**config.mk**
```make
export PLATFORM = sky130hd
export DESIGN_NAME = acc_controller
export DESIGN_NICKNAME = d
export VERILOG_FILES = /design/src/source/acc_cfg_pkg.sv /design/src/source/acc_ctrl_pkg.sv /design/src/source/acc_controller.sv
export SDC_FILE = /design/constraint.sdc
export NUM_CORES = 1
export LEC_CHECK = 0
export BUFFER_PORTS_ARGS = -buffer_cell sky130_fd_sc_hd__buf_2
export CAP_MARGIN = 20
export CORE_MARGIN = 2
export CORE_UTILIZATION = 40
export CTS_CLUSTER_SIZE = 12
export DETAILED_ROUTE_END_ITERATION = 16
export PLACE_DENSITY = 0.69
export SYNTH_ARGS = -nofsm -noshare
export SYNTH_HDL_FRONTEND = slang
export SYNTH_SLANG_ARGS = --single-unit
```
**constraint.sdc**
```tcl
create_clock -name clk -period 6 [get_ports clk]
set_input_delay 1.2 -clock clk [delete_from_list [all_inputs] [get_ports clk]]
set_output_delay 1.2 -clock clk [all_outputs]
set_load 0.1 [all_outputs]
```
**src/source/acc_cfg_pkg.sv**
```systemverilog
////////////////////////////////////////////////////////////
// Sizes, run configuration and host bus types shared by the
// accelerator RTL and testbench
////////////////////////////////////////////////////////////
`default_nettype none

package acc_cfg_pkg;

    // Datapath sizes
    localparam int BUS_W        = 32;
    localparam int PIX_W        = 8;
    localparam int BUS_LANES    = BUS_W / PIX_W;
    localparam int NUM_CH       = 4;
    localparam int FILT_X       = 3;
    localparam int FILT_Y       = 3;
    localparam int SHIFT_W      = 3;
    localparam int ACC_W        = 20;

    // Four signed weights per bus word, 36 in total
    localparam int WEIGHT_WORDS = 9;
    localparam int WT_IDX_W     = $clog2(WEIGHT_WORDS);

    // Activation memory and map geometry
    localparam int ACT_BYTES    = 1024;
    localparam int ADDR_W       = 10;
    localparam int WORD_W       = ADDR_W - 2;
    localparam int MAX_DIM      = 16;
    localparam int DIM_W        = 5;
    localparam int POS_W        = $clog2(MAX_DIM);

    // Input map size, dimx times dimy a multiple of 4
    typedef struct packed {
        logic [DIM_W-1:0] ifmap_dimx;
        logic [DIM_W-1:0] ifmap_dimy;
    } acc_cfg_t;

    typedef struct packed {
        logic             valid;
        logic             wen;
        logic [BUS_W-1:0] wdata;
    } bus_req_t;

    typedef struct packed {
        logic             rvalid;
        logic [BUS_W-1:0] rdata;
    } bus_rsp_t;

endpackage

`default_nettype wire

```
**src/source/acc_ctrl_pkg.sv**
```systemverilog
////////////////////////////////////////////////////////////
// Controller states and the internal strobe bundles driven
// into the activation buffer and the MAC array
////////////////////////////////////////////////////////////
`default_nettype none

package acc_ctrl_pkg;

    typedef enum logic [2:0] {
        S_IDLE        = 3'd0,
        S_LOADWEIGHTS = 3'd1,
        S_LOADSHIFT   = 3'd2,
        S_LOADACTS    = 3'd3,
        S_COMPUTE     = 3'd4,
        S_READACTS    = 3'd5
    } ctrl_state_t;

    // Activation buffer port controls
    typedef struct packed {
        logic                           rd_en;
        logic [acc_cfg_pkg::ADDR_W-1:0] rd_addr;
        logic                           wr_en;
        logic [acc_cfg_pkg::ADDR_W-1:0] wr_addr;
        logic [acc_cfg_pkg::BUS_W-1:0]  wr_data;
    } buf_ctrl_t;

    // Weight and shift register loads
    typedef struct packed {
        logic                             wt_wr_en;
        logic [acc_cfg_pkg::WT_IDX_W-1:0] wt_index;
        logic                             shift_wr_en;
        logic [acc_cfg_pkg::BUS_W-1:0]    data;
    } mac_load_t;

    // Marks a filter row arriving on the buffer read data
    typedef struct packed {
        logic       row_valid;
        logic       row_last;
        logic [1:0] row_sel;
    } row_strobe_t;

endpackage

`default_nettype wire

```
**src/source/acc_controller.sv**
```systemverilog
////////////////////////////////////////////////////////////
// Run sequencer: loads weights, shifts and the input map,
// walks the 3x3 window and streams the output map back out
////////////////////////////////////////////////////////////
`default_nettype none

module acc_controller (
    input  logic                                clk,
    input  logic                                nrst,
    input  acc_cfg_pkg::acc_cfg_t               cfg_i,
    input  logic                                start_i,
    input  logic                                clear_i,
    input  acc_cfg_pkg::bus_req_t               bus_req_i,
    output logic                                bus_ready_o,
    output acc_cfg_pkg::bus_rsp_t               bus_rsp_o,
    output logic                                busy_o,
    output logic                                done_o,
    output acc_ctrl_pkg::buf_ctrl_t             buf_o,
    input  logic [acc_cfg_pkg::BUS_W-1:0]       buf_rd_data_i,
    output acc_ctrl_pkg::mac_load_t             mac_load_o,
    output acc_ctrl_pkg::row_strobe_t           row_o,
    input  logic                                mac_out_valid_i,
    input  logic [acc_cfg_pkg::BUS_W-1:0]       mac_out_word_i
);

    acc_ctrl_pkg::ctrl_state_t state_q;
    acc_ctrl_pkg::ctrl_state_t state_d;

    // Bus handshake
    logic load_state;
    logic bus_hs;
    logic data_write;
    logic data_read;
    logic last_read;

    // Map geometry
    logic [acc_cfg_pkg::ADDR_W-1:0] map_size;
    logic [acc_cfg_pkg::DIM_W-1:0]  out_dimx;
    logic [acc_cfg_pkg::DIM_W-1:0]  out_dimy;
    logic [acc_cfg_pkg::WORD_W-1:0] num_opix;

    // Load pointers
    logic [acc_cfg_pkg::WT_IDX_W-1:0] wt_ptr;
    logic [acc_cfg_pkg::ADDR_W-1:0]   wr_ptr;

    // Window walk
    logic [1:0]                      fy;
    logic [acc_cfg_pkg::POS_W-1:0]   ox;
    logic [acc_cfg_pkg::POS_W-1:0]   oy;
    logic                            issue;
    logic                            issue_done;
    logic [acc_cfg_pkg::ADDR_W-1:0]  row_base;
    logic [acc_cfg_pkg::ADDR_W-1:0]  row_addr;

    // Writeback and readout
    logic [acc_cfg_pkg::WORD_W-1:0]  wb_cnt;
    logic [acc_cfg_pkg::WORD_W-1:0]  rd_cnt;
    logic [acc_cfg_pkg::ADDR_W-1:0]  wb_addr;
    logic [acc_cfg_pkg::ADDR_W-1:0]  rd_addr;
    acc_ctrl_pkg::row_strobe_t       row_q;
    logic                            rvalid_q;
    logic                            done_q;

    assign map_size = acc_cfg_pkg::ADDR_W'(cfg_i.ifmap_dimx)
                    * acc_cfg_pkg::ADDR_W'(cfg_i.ifmap_dimy);
    assign out_dimx = cfg_i.ifmap_dimx - acc_cfg_pkg::DIM_W'(2);
    assign out_dimy = cfg_i.ifmap_dimy - acc_cfg_pkg::DIM_W'(2);
    assign num_opix = acc_cfg_pkg::WORD_W'(out_dimx) * acc_cfg_pkg::WORD_W'(out_dimy);

    // Writes accepted while loading, reads only during readout
    assign load_state = state_q inside {acc_ctrl_pkg::S_LOADWEIGHTS,
                                        acc_ctrl_pkg::S_LOADSHIFT,
                                        acc_ctrl_pkg::S_LOADACTS};
    assign bus_ready_o = (load_state && bus_req_i.wen)
                       || (state_q == acc_ctrl_pkg::S_READACTS && !bus_req_i.wen);
    assign bus_hs     = bus_req_i.valid && bus_ready_o;
    assign data_write = bus_hs && bus_req_i.wen;
    assign data_read  = bus_hs && !bus_req_i.wen;
    assign last_read  = data_read && (rd_cnt == num_opix - 1'b1);

    ////////////////////////////////////////////////////////////
    // State machine
    ////////////////////////////////////////////////////////////

    always_ff @(posedge clk or negedge nrst) begin : stateReg
        if (!nrst) begin
            state_q <= acc_ctrl_pkg::S_IDLE;
        end else begin
            state_q <= state_d;
        end
    end

    always_comb begin : nextState
        state_d = state_q;
        case (state_q)
            acc_ctrl_pkg::S_IDLE: begin
                if (start_i) state_d = acc_ctrl_pkg::S_LOADWEIGHTS;
            end
            acc_ctrl_pkg::S_LOADWEIGHTS: begin
                if (data_write && wt_ptr == acc_cfg_pkg::WT_IDX_W'(acc_cfg_pkg::WEIGHT_WORDS - 1))
                    state_d = acc_ctrl_pkg::S_LOADSHIFT;
            end
            acc_ctrl_pkg::S_LOADSHIFT: begin
                if (data_write) state_d = acc_ctrl_pkg::S_LOADACTS;
            end
            acc_ctrl_pkg::S_LOADACTS: begin
                if (data_write && wr_ptr + acc_cfg_pkg::ADDR_W'(4) == map_size)
                    state_d = acc_ctrl_pkg::S_COMPUTE;
            end
            acc_ctrl_pkg::S_COMPUTE: begin
                if (mac_out_valid_i && wb_cnt == num_opix - 1'b1)
                    state_d = acc_ctrl_pkg::S_READACTS;
            end
            acc_ctrl_pkg::S_READACTS: begin
                if (last_read) state_d = acc_ctrl_pkg::S_IDLE;
            end
            default: state_d = acc_ctrl_pkg::S_IDLE;
        endcase
        if (clear_i) state_d = acc_ctrl_pkg::S_IDLE;
    end

    ////////////////////////////////////////////////////////////
    // Pointers
    ////////////////////////////////////////////////////////////

    always_ff @(posedge clk or negedge nrst) begin : loadPointers
        if (!nrst) begin
            wt_ptr <= '0;
            wr_ptr <= '0;
        end else if (clear_i || state_q == acc_ctrl_pkg::S_IDLE) begin
            wt_ptr <= '0;
            wr_ptr <= '0;
        end else begin
            if (state_q == acc_ctrl_pkg::S_LOADWEIGHTS && data_write) wt_ptr <= wt_ptr + 1'b1;
            // Input map words land at byte address 4k
            if (state_q == acc_ctrl_pkg::S_LOADACTS && data_write)
                wr_ptr <= wr_ptr + acc_cfg_pkg::ADDR_W'(4);
        end
    end

    // One row read per cycle, filter row fastest, then x, then y
    assign issue    = (state_q == acc_ctrl_pkg::S_COMPUTE) && !issue_done;
    assign row_base = (acc_cfg_pkg::ADDR_W'(oy) + acc_cfg_pkg::ADDR_W'(fy))
                    * acc_cfg_pkg::ADDR_W'(cfg_i.ifmap_dimx);
    assign row_addr = row_base + acc_cfg_pkg::ADDR_W'(ox);

    always_ff @(posedge clk or negedge nrst) begin : windowWalk
        if (!nrst) begin
            fy         <= '0;
            ox         <= '0;
            oy         <= '0;
            issue_done <= 1'b0;
        end else if (clear_i || state_q != acc_ctrl_pkg::S_COMPUTE) begin
            fy         <= '0;
            ox         <= '0;
            oy         <= '0;
            issue_done <= 1'b0;
        end else if (issue) begin
            if (fy != 2'(acc_cfg_pkg::FILT_Y - 1)) begin
                fy <= fy + 1'b1;
            end else begin
                fy <= '0;
                if (acc_cfg_pkg::DIM_W'(ox) != out_dimx - 1'b1) begin
                    ox <= ox + 1'b1;
                end else begin
                    ox <= '0;
                    if (acc_cfg_pkg::DIM_W'(oy) != out_dimy - 1'b1) oy <= oy + 1'b1;
                    else issue_done <= 1'b1;
                end
            end
        end
    end

    // Output words follow the input map in the buffer
    assign wb_addr = map_size + {wb_cnt, 2'b00};
    assign rd_addr = map_size + {rd_cnt, 2'b00};

    always_ff @(posedge clk or negedge nrst) begin : resultTrack
        if (!nrst) begin
            wb_cnt   <= '0;
            rd_cnt   <= '0;
            row_q    <= '0;
            rvalid_q <= 1'b0;
            done_q   <= 1'b0;
        end else begin
            // Row strobe lines up with the buffer read data
            row_q    <= '{row_valid: issue && !clear_i,
                          row_last:  fy == 2'(acc_cfg_pkg::FILT_Y - 1),
                          row_sel:   fy};
            rvalid_q <= data_read;
            done_q   <= last_read && !clear_i;
            if (clear_i || state_q != acc_ctrl_pkg::S_COMPUTE) wb_cnt <= '0;
            else if (mac_out_valid_i) wb_cnt <= wb_cnt + 1'b1;
            if (clear_i || state_q != acc_ctrl_pkg::S_READACTS) rd_cnt <= '0;
            else if (data_read) rd_cnt <= rd_cnt + 1'b1;
        end
    end

    ////////////////////////////////////////////////////////////
    // Strobe decode
    ////////////////////////////////////////////////////////////

    always_comb begin : strobeDecode
        buf_o      = '0;
        mac_load_o = '0;
        case (state_q)
            acc_ctrl_pkg::S_LOADWEIGHTS: begin
                mac_load_o.wt_wr_en = data_write;
                mac_load_o.wt_index = wt_ptr;
                mac_load_o.data     = bus_req_i.wdata;
            end
            acc_ctrl_pkg::S_LOADSHIFT: begin
                mac_load_o.shift_wr_en = data_write;
                mac_load_o.data        = bus_req_i.wdata;
            end
            acc_ctrl_pkg::S_LOADACTS: begin
                buf_o.wr_en   = data_write;
                buf_o.wr_addr = wr_ptr;
                buf_o.wr_data = bus_req_i.wdata;
            end
            acc_ctrl_pkg::S_COMPUTE: begin
                buf_o.rd_en   = issue;
                buf_o.rd_addr = row_addr;
                buf_o.wr_en   = mac_out_valid_i;
                buf_o.wr_addr = wb_addr;
                buf_o.wr_data = mac_out_word_i;
            end
            acc_ctrl_pkg::S_READACTS: begin
                buf_o.rd_en   = data_read;
                buf_o.rd_addr = rd_addr;
            end
            default: ;
        endcase
    end

    assign busy_o    = (state_q != acc_ctrl_pkg::S_IDLE);
    assign done_o    = done_q;
    assign bus_rsp_o = '{rvalid: rvalid_q, rdata: buf_rd_data_i};
    assign row_o     = row_q;

endmodule

`default_nettype wire

```
## Word level (Yosys, flattened, before mapping)

Cells that the tools add are included.

| storage, ports and cells | value |
|---|---|
| output and inout port bits | 132 |
| flip-flop bits (word level) | 50 |
| bits of input ports | 113 |
| logic and storage cells | 130 |

| operators by class | value |
|---|---|
| $mul | 3 |
| mux-type cells | 38 |
| eq/ne operators | 24 |
| reduce and logical (&&, ||, !) cells | 35 |
| add/sub/neg operators | 16 |

Operators by type and width:

| cell | number |
|---|---|
| 43-bit case mux with 2 select lines | 1 |
| 4-bit 2-to-1 mux | 11 |
| 32-bit 2-to-1 mux | 1 |
| 8-bit 2-to-1 mux | 4 |
| 3-bit != test (second input constant) | 8 |
| 11-bit case mux with 2 select lines | 1 |
| 3-bit 2-to-1 mux | 7 |
| 10-bit adder | 2 |
| 5-bit by 5-bit multiplier with 10-bit output | 2 |
| 10-bit 2-to-1 mux | 2 |
| 3-bit case mux with 6 select lines | 1 |
| 8-bit by 1-bit adder with 8-bit output (second input constant) | 2 |
| 8-bit equality test | 2 |
| 1-bit logical AND | 14 |
| 4-bit by 1-bit adder with 4-bit output (second input constant) | 3 |
| 2-bit nonzero test | 6 |
| 10-bit by 3-bit adder with 10-bit output (second input constant) | 1 |
| 10-bit by 4-bit adder with 10-bit output | 1 |
| 10-bit equality test | 1 |
| 4-bit by 5-bit != test with 1-bit output | 2 |
| 5-bit by 1-bit subtractor with 5-bit output (second input constant) | 2 |
| 5-bit by 2-bit subtractor with 5-bit output (second input constant) | 2 |
| 5-bit by 5-bit multiplier with 8-bit output | 1 |
| 4-bit AND reduction | 2 |
| 20 further kinds | 37 |

## Longest topological paths before layout

| logic depth | value |
|---|---|
| depth in word-level cells | 10 |
| depth in mapped cells | 20 |
| mapped depth without buffers | 19 |

## Worst setup path before layout

Ideal clock, no wire load.

| path | value |
|---|---|
| path type | input -> output |
| from | input cfg_i[5] (netlist name) |
| to | output buf_o[41] (netlist name) |
| slack | -2.326 ns |
| path buffers | 1 |
| data arrival time | 7.126 ns |
| data required time | 4.800 ns |
| stages on the path | 17 |
| path through | clkbuf_1 -> nand2_1 -> fa_1 -> inv_1 -> fa_1 -> fa_1 -> ha_1 -> and3_1 -> a22o_1 -> nor2_1 -> xnor2_1 -> ha_1 -> or2_2 -> a21oi_1 -> a21oi_1 -> xnor2_1 -> o21ai_0 |

RTL lines:

| what | RTL line | text |
|---|---|---|
| start, declared | acc_controller.sv:10 | `input acc_cfg_pkg::acc_cfg_t cfg_i,` |
| end, declared | acc_controller.sv:18 | `output acc_ctrl_pkg::buf_ctrl_t buf_o,` |

==> metrics.csv <==
stage;metric;value;unit
run_status;run status;finished with violations;
run_status;failing checks;setup timing;
global_route;largest net degree at the start of global routing;49;
synth;Synth Register Bits;48;
synth;post-synth top area cell;dfrtp_1;
route;average via count per standard cell;5.126;
placed_design;placed wire-length estimate after detailed placement;16.62;mm
route;Vias;6397;
setup_path;worst setup path category;in2out;
die;cell row count;47;
cts;clock net sink count;48;
setup_path;kind of cell adding the most delay to the critical path;adder cells;
route;remaining antenna violation count after routing;0;
sta;remaining max-slew budget at the tightest pin;48.51;%
cts;cell at the root of the clock tree;clkbuf_16;
sta;final critical delay including setup and external delays;6.489;ns
die;effective utilization at floorplan;41.23;%
sta;final setup skew;0.006690;ns
worst_hold_path;Hold/Removal Path Class;reg2reg;
synth;Synth Warn #;0;
layout;Net count, final;1256;
synth;Async SR Flop Fraction;100.0;%
sta;slew of the pin with the lowest slew margin;0.7653;ns
die;Die Ht;135.2;µm
global_route;GR Overflow Total;0;
sta;number of max-slew violations in the final report;0;
route;number of DRC violations after detailed-routing iteration 0;367;
global_route;first-pass GRT wire length;32.96;mm
route;routed wire length;20.74;mm
route;post-detailed-route DRC marker count;0;
setup_path;required time reported for the critical path endpoint;4.80;ns
sta;min setup slack post-route;-0.4895;ns
die;core area;16700;µm²
setup_path;Crit. End Element;output pin;
layout;area added between synthesis and finish;35.25;%
setup_path;Cell Chain, Critical Path;buf_8 -> nand2_4 -> fa_1 -> inv_1 -> fa_1 -> fa_1 -> ha_4 -> nor2b_4 -> o31a_1 -> o21a_1 -> nor2_4 -> xnor2_2 -> ha_2 -> nor2_1 -> nor2_1 -> o41ai_2 -> xnor2_1 -> buf_4 -> o22ai_4 -> buf_12;
layout;layout cell share with drive strength beyond 1;35.05;%
global_route;via count of the first global-routing pass;6318;
sta;final clock period utilization by the worst path;108.2;%
synth;Post-Synthesis Cells;811;
sta;setup repair after global routing missed its margin;true;
die;IO Pins;245;
setup_path;crit-path most repeated cell;fa_1;
die;horizontal die dimension;135.2;µm
synth;count of flip-flops with a built-in enable after synthesis;0;
synth;average instance area after synthesis;8.491;µm²
pwr;leakage power;4.684;nW
global_route;initial antenna violation count;1;
layout;fill cell count;1519;
job;maxcap violations;0;
setup_path;max incr delay on CP;0.55;ns
synth;top cell types by occurrence after synthesis;83 x nor2_1, 80 x ha_1, 63 x inv_1;
synth;prevailing post-synth register cell;dfrtp_1;
synth;most numerous cell in the Yosys netlist;nor2_1;
setup_path;WP buf/inv;4;
cts;clock edge transition at the registers on the reported setup and hold paths;0.06;ns
die;die outline area;18280;µm²
synth;leading cell types by total area after synthesis;dfrtp_1 17%, ha_1 15%, fa_1 11%, xnor2_1 7.2%, and2_1 5.5%;
cts;clock tree from TritonCTS;yes;
route;TritonRoute pass-1 iters;4;
cts;H-tree level count;2;
pwr;highest ir drop seen on vdd;0.0001596;V
synth;Post-Syn Area;6887;µm²
cts;Clock Tree Buf Depth;2;
pwr;Power Density;223.8;nW/µm²
synth;top cell type's share of synthesized area;17.44;%
sta;maximum clock frequency;154.1;MHz
synth;synthesized net count;1041;
placed_design;Port Buffers;180;
synth;Synth cell types;58;
placed_design;gp weighted congestion;0.8806;
global_route;all-layer global routing usage;22.93;%
setup_path;Slowest cell on crit path;fa_1;
route;post-DR wirelength/cell;16.62;µm
cts;CTS Buf Count;5;
cts;clock latency of the later-clocked register in the worst-skew pair;0.31;ns
setup_path;Worst setup SP type;input pin;
sta;endpoints failing hold;0;
setup_path;worst endpoint data arrival time;5.29;ns
sta;final count of negative-setup-slack endpoints;8;
sta;setup_tns;-1.617;ns
synth;sequential fraction of the synthesis area;17.44;%
setup_path;largest fanout on the critical path;3;
sta;hold slack final;0.5129;ns
[worst register-to-register path, cell delays in order, from the launching register on]
cell	delay [ns]
dfrtp_1	0.70
nand3b_1	0.63
nor3b_2	0.80
nand4_1	0.18
nor3_1	0.22
nand4_1	0.16
a21oi_2	0.20
a31oi_1	0.10
[final cells by class]
| cell class | instances | area (µm²) | share of cell area [%] |
|---|---|---|---|
| Multi-Input combinational cell | 637 | 5588 | 59.99 |
| Clock buffer | 6 | 138.9 | 1.491 |
| Antenna cell | 1 | 2.502 | 0.02687 |
| Clock inverter | 2 | 13.76 | 0.1478 |
| Sequential cell | 48 | 1201 | 12.90 |
| Tap cell | 220 | 275.3 | 2.955 |
| Inverter | 63 | 236.5 | 2.539 |
| Timing Repair Buffer | 271 | 1858 | 19.95 |
[path summary, 6_finish.rpt]
check                                  end  cells after the start        from  slack (ns)
worst max register to register  state_q[0]                      7  state_q[2]        2.87
min in group asynchronous            fy[1]                      2        nrst        0.98
worst min register to register    row_o[0]                      1       fy[0]        0.51
max in group asynchronous        rd_cnt[1]                      2        nrst        4.54
worst max-delay path             buf_o[52]                     20    cfg_i[7]       -0.49
worst min-delay path              row_o[0]                      1       fy[0]        0.51
[cell families after synthesis]
kind of cell	Yosys count	share of synthesized area [%]
xor gates and xnor gates	101	13.26
adders and majority gates	117	25.29
DFF	48	17.44
buffers and inverters	126	8.939
and+or+nand+nor	278	20.77
muxes	4	0.5814
AOI/OAI and AO/OA	137	13.72
[what timing repair did]
item / CTS / global route
hold buffers: 0 / 0
buffers inserted: 5 / 0
gates resized for setup: 41 / 15
endpoints found under the setup margin: 9 / 11
cloned: 0 / 0
pin swaps: 29 / 11
[registers in the layout, summed over array words and instances (netlist names)]
register    flops
done_o          1
fy              2
issue_done      1
ox              4
oy              4
rd_cnt          8
row_o           4
rvalid_q        1
state_q         3
wb_cnt          8
wr_ptr          8
wt_ptr          4
[cells in the final DEF (no fill, tap or decap), types with 14 or more instances in the layout]
master,instances
a21oi_1,26
a22o_1,36
and2_1,60
buf_12,14
buf_2,160
buf_4,86
dfrtp_1,48
fa_1,35
ha_1,67
inv_1,60
nand2_1,47
nor2_1,80
xnor2_1,49
xor2_1,37
[metrics by stage]
step / instances / power [mW] / cell area (µm²) / worst slack, ns / utilization (%)
final: 1248 / 2.084 / 9314 / -0.4895 / 55.77
after global routing: 1248 / 2.204 / 9314 / -0.5981 / 55.77
after CTS: 1247 / 2.056 / 9221 / -0.4456 / 55.21
after detailed placement: 1235 / 1.660 / 8790 / -0.5588 / 52.63
after global placement: 1235 / 1.644 / 8790 / -0.5144 / 52.63
after floorplan: 811 / 1.350 / 7176 / -0.4317 / -
[routing by layer]
layer | global-route usage (%) | wire [µm]
met5 | 0 | 0
met4 | 5.035 | 285
met3 | 3.517 | 930
met2 | 39.45 | 10480
met1 | 30.56 | 9047
[power breakdown]
group	internal, mW	switching (mW)	total [mW]
combinational	0.604	0.848	1.45
clock	0.167	0.134	0.301
sequential	0.325	0.00654	0.332
(Power assumes the default switching activity.)
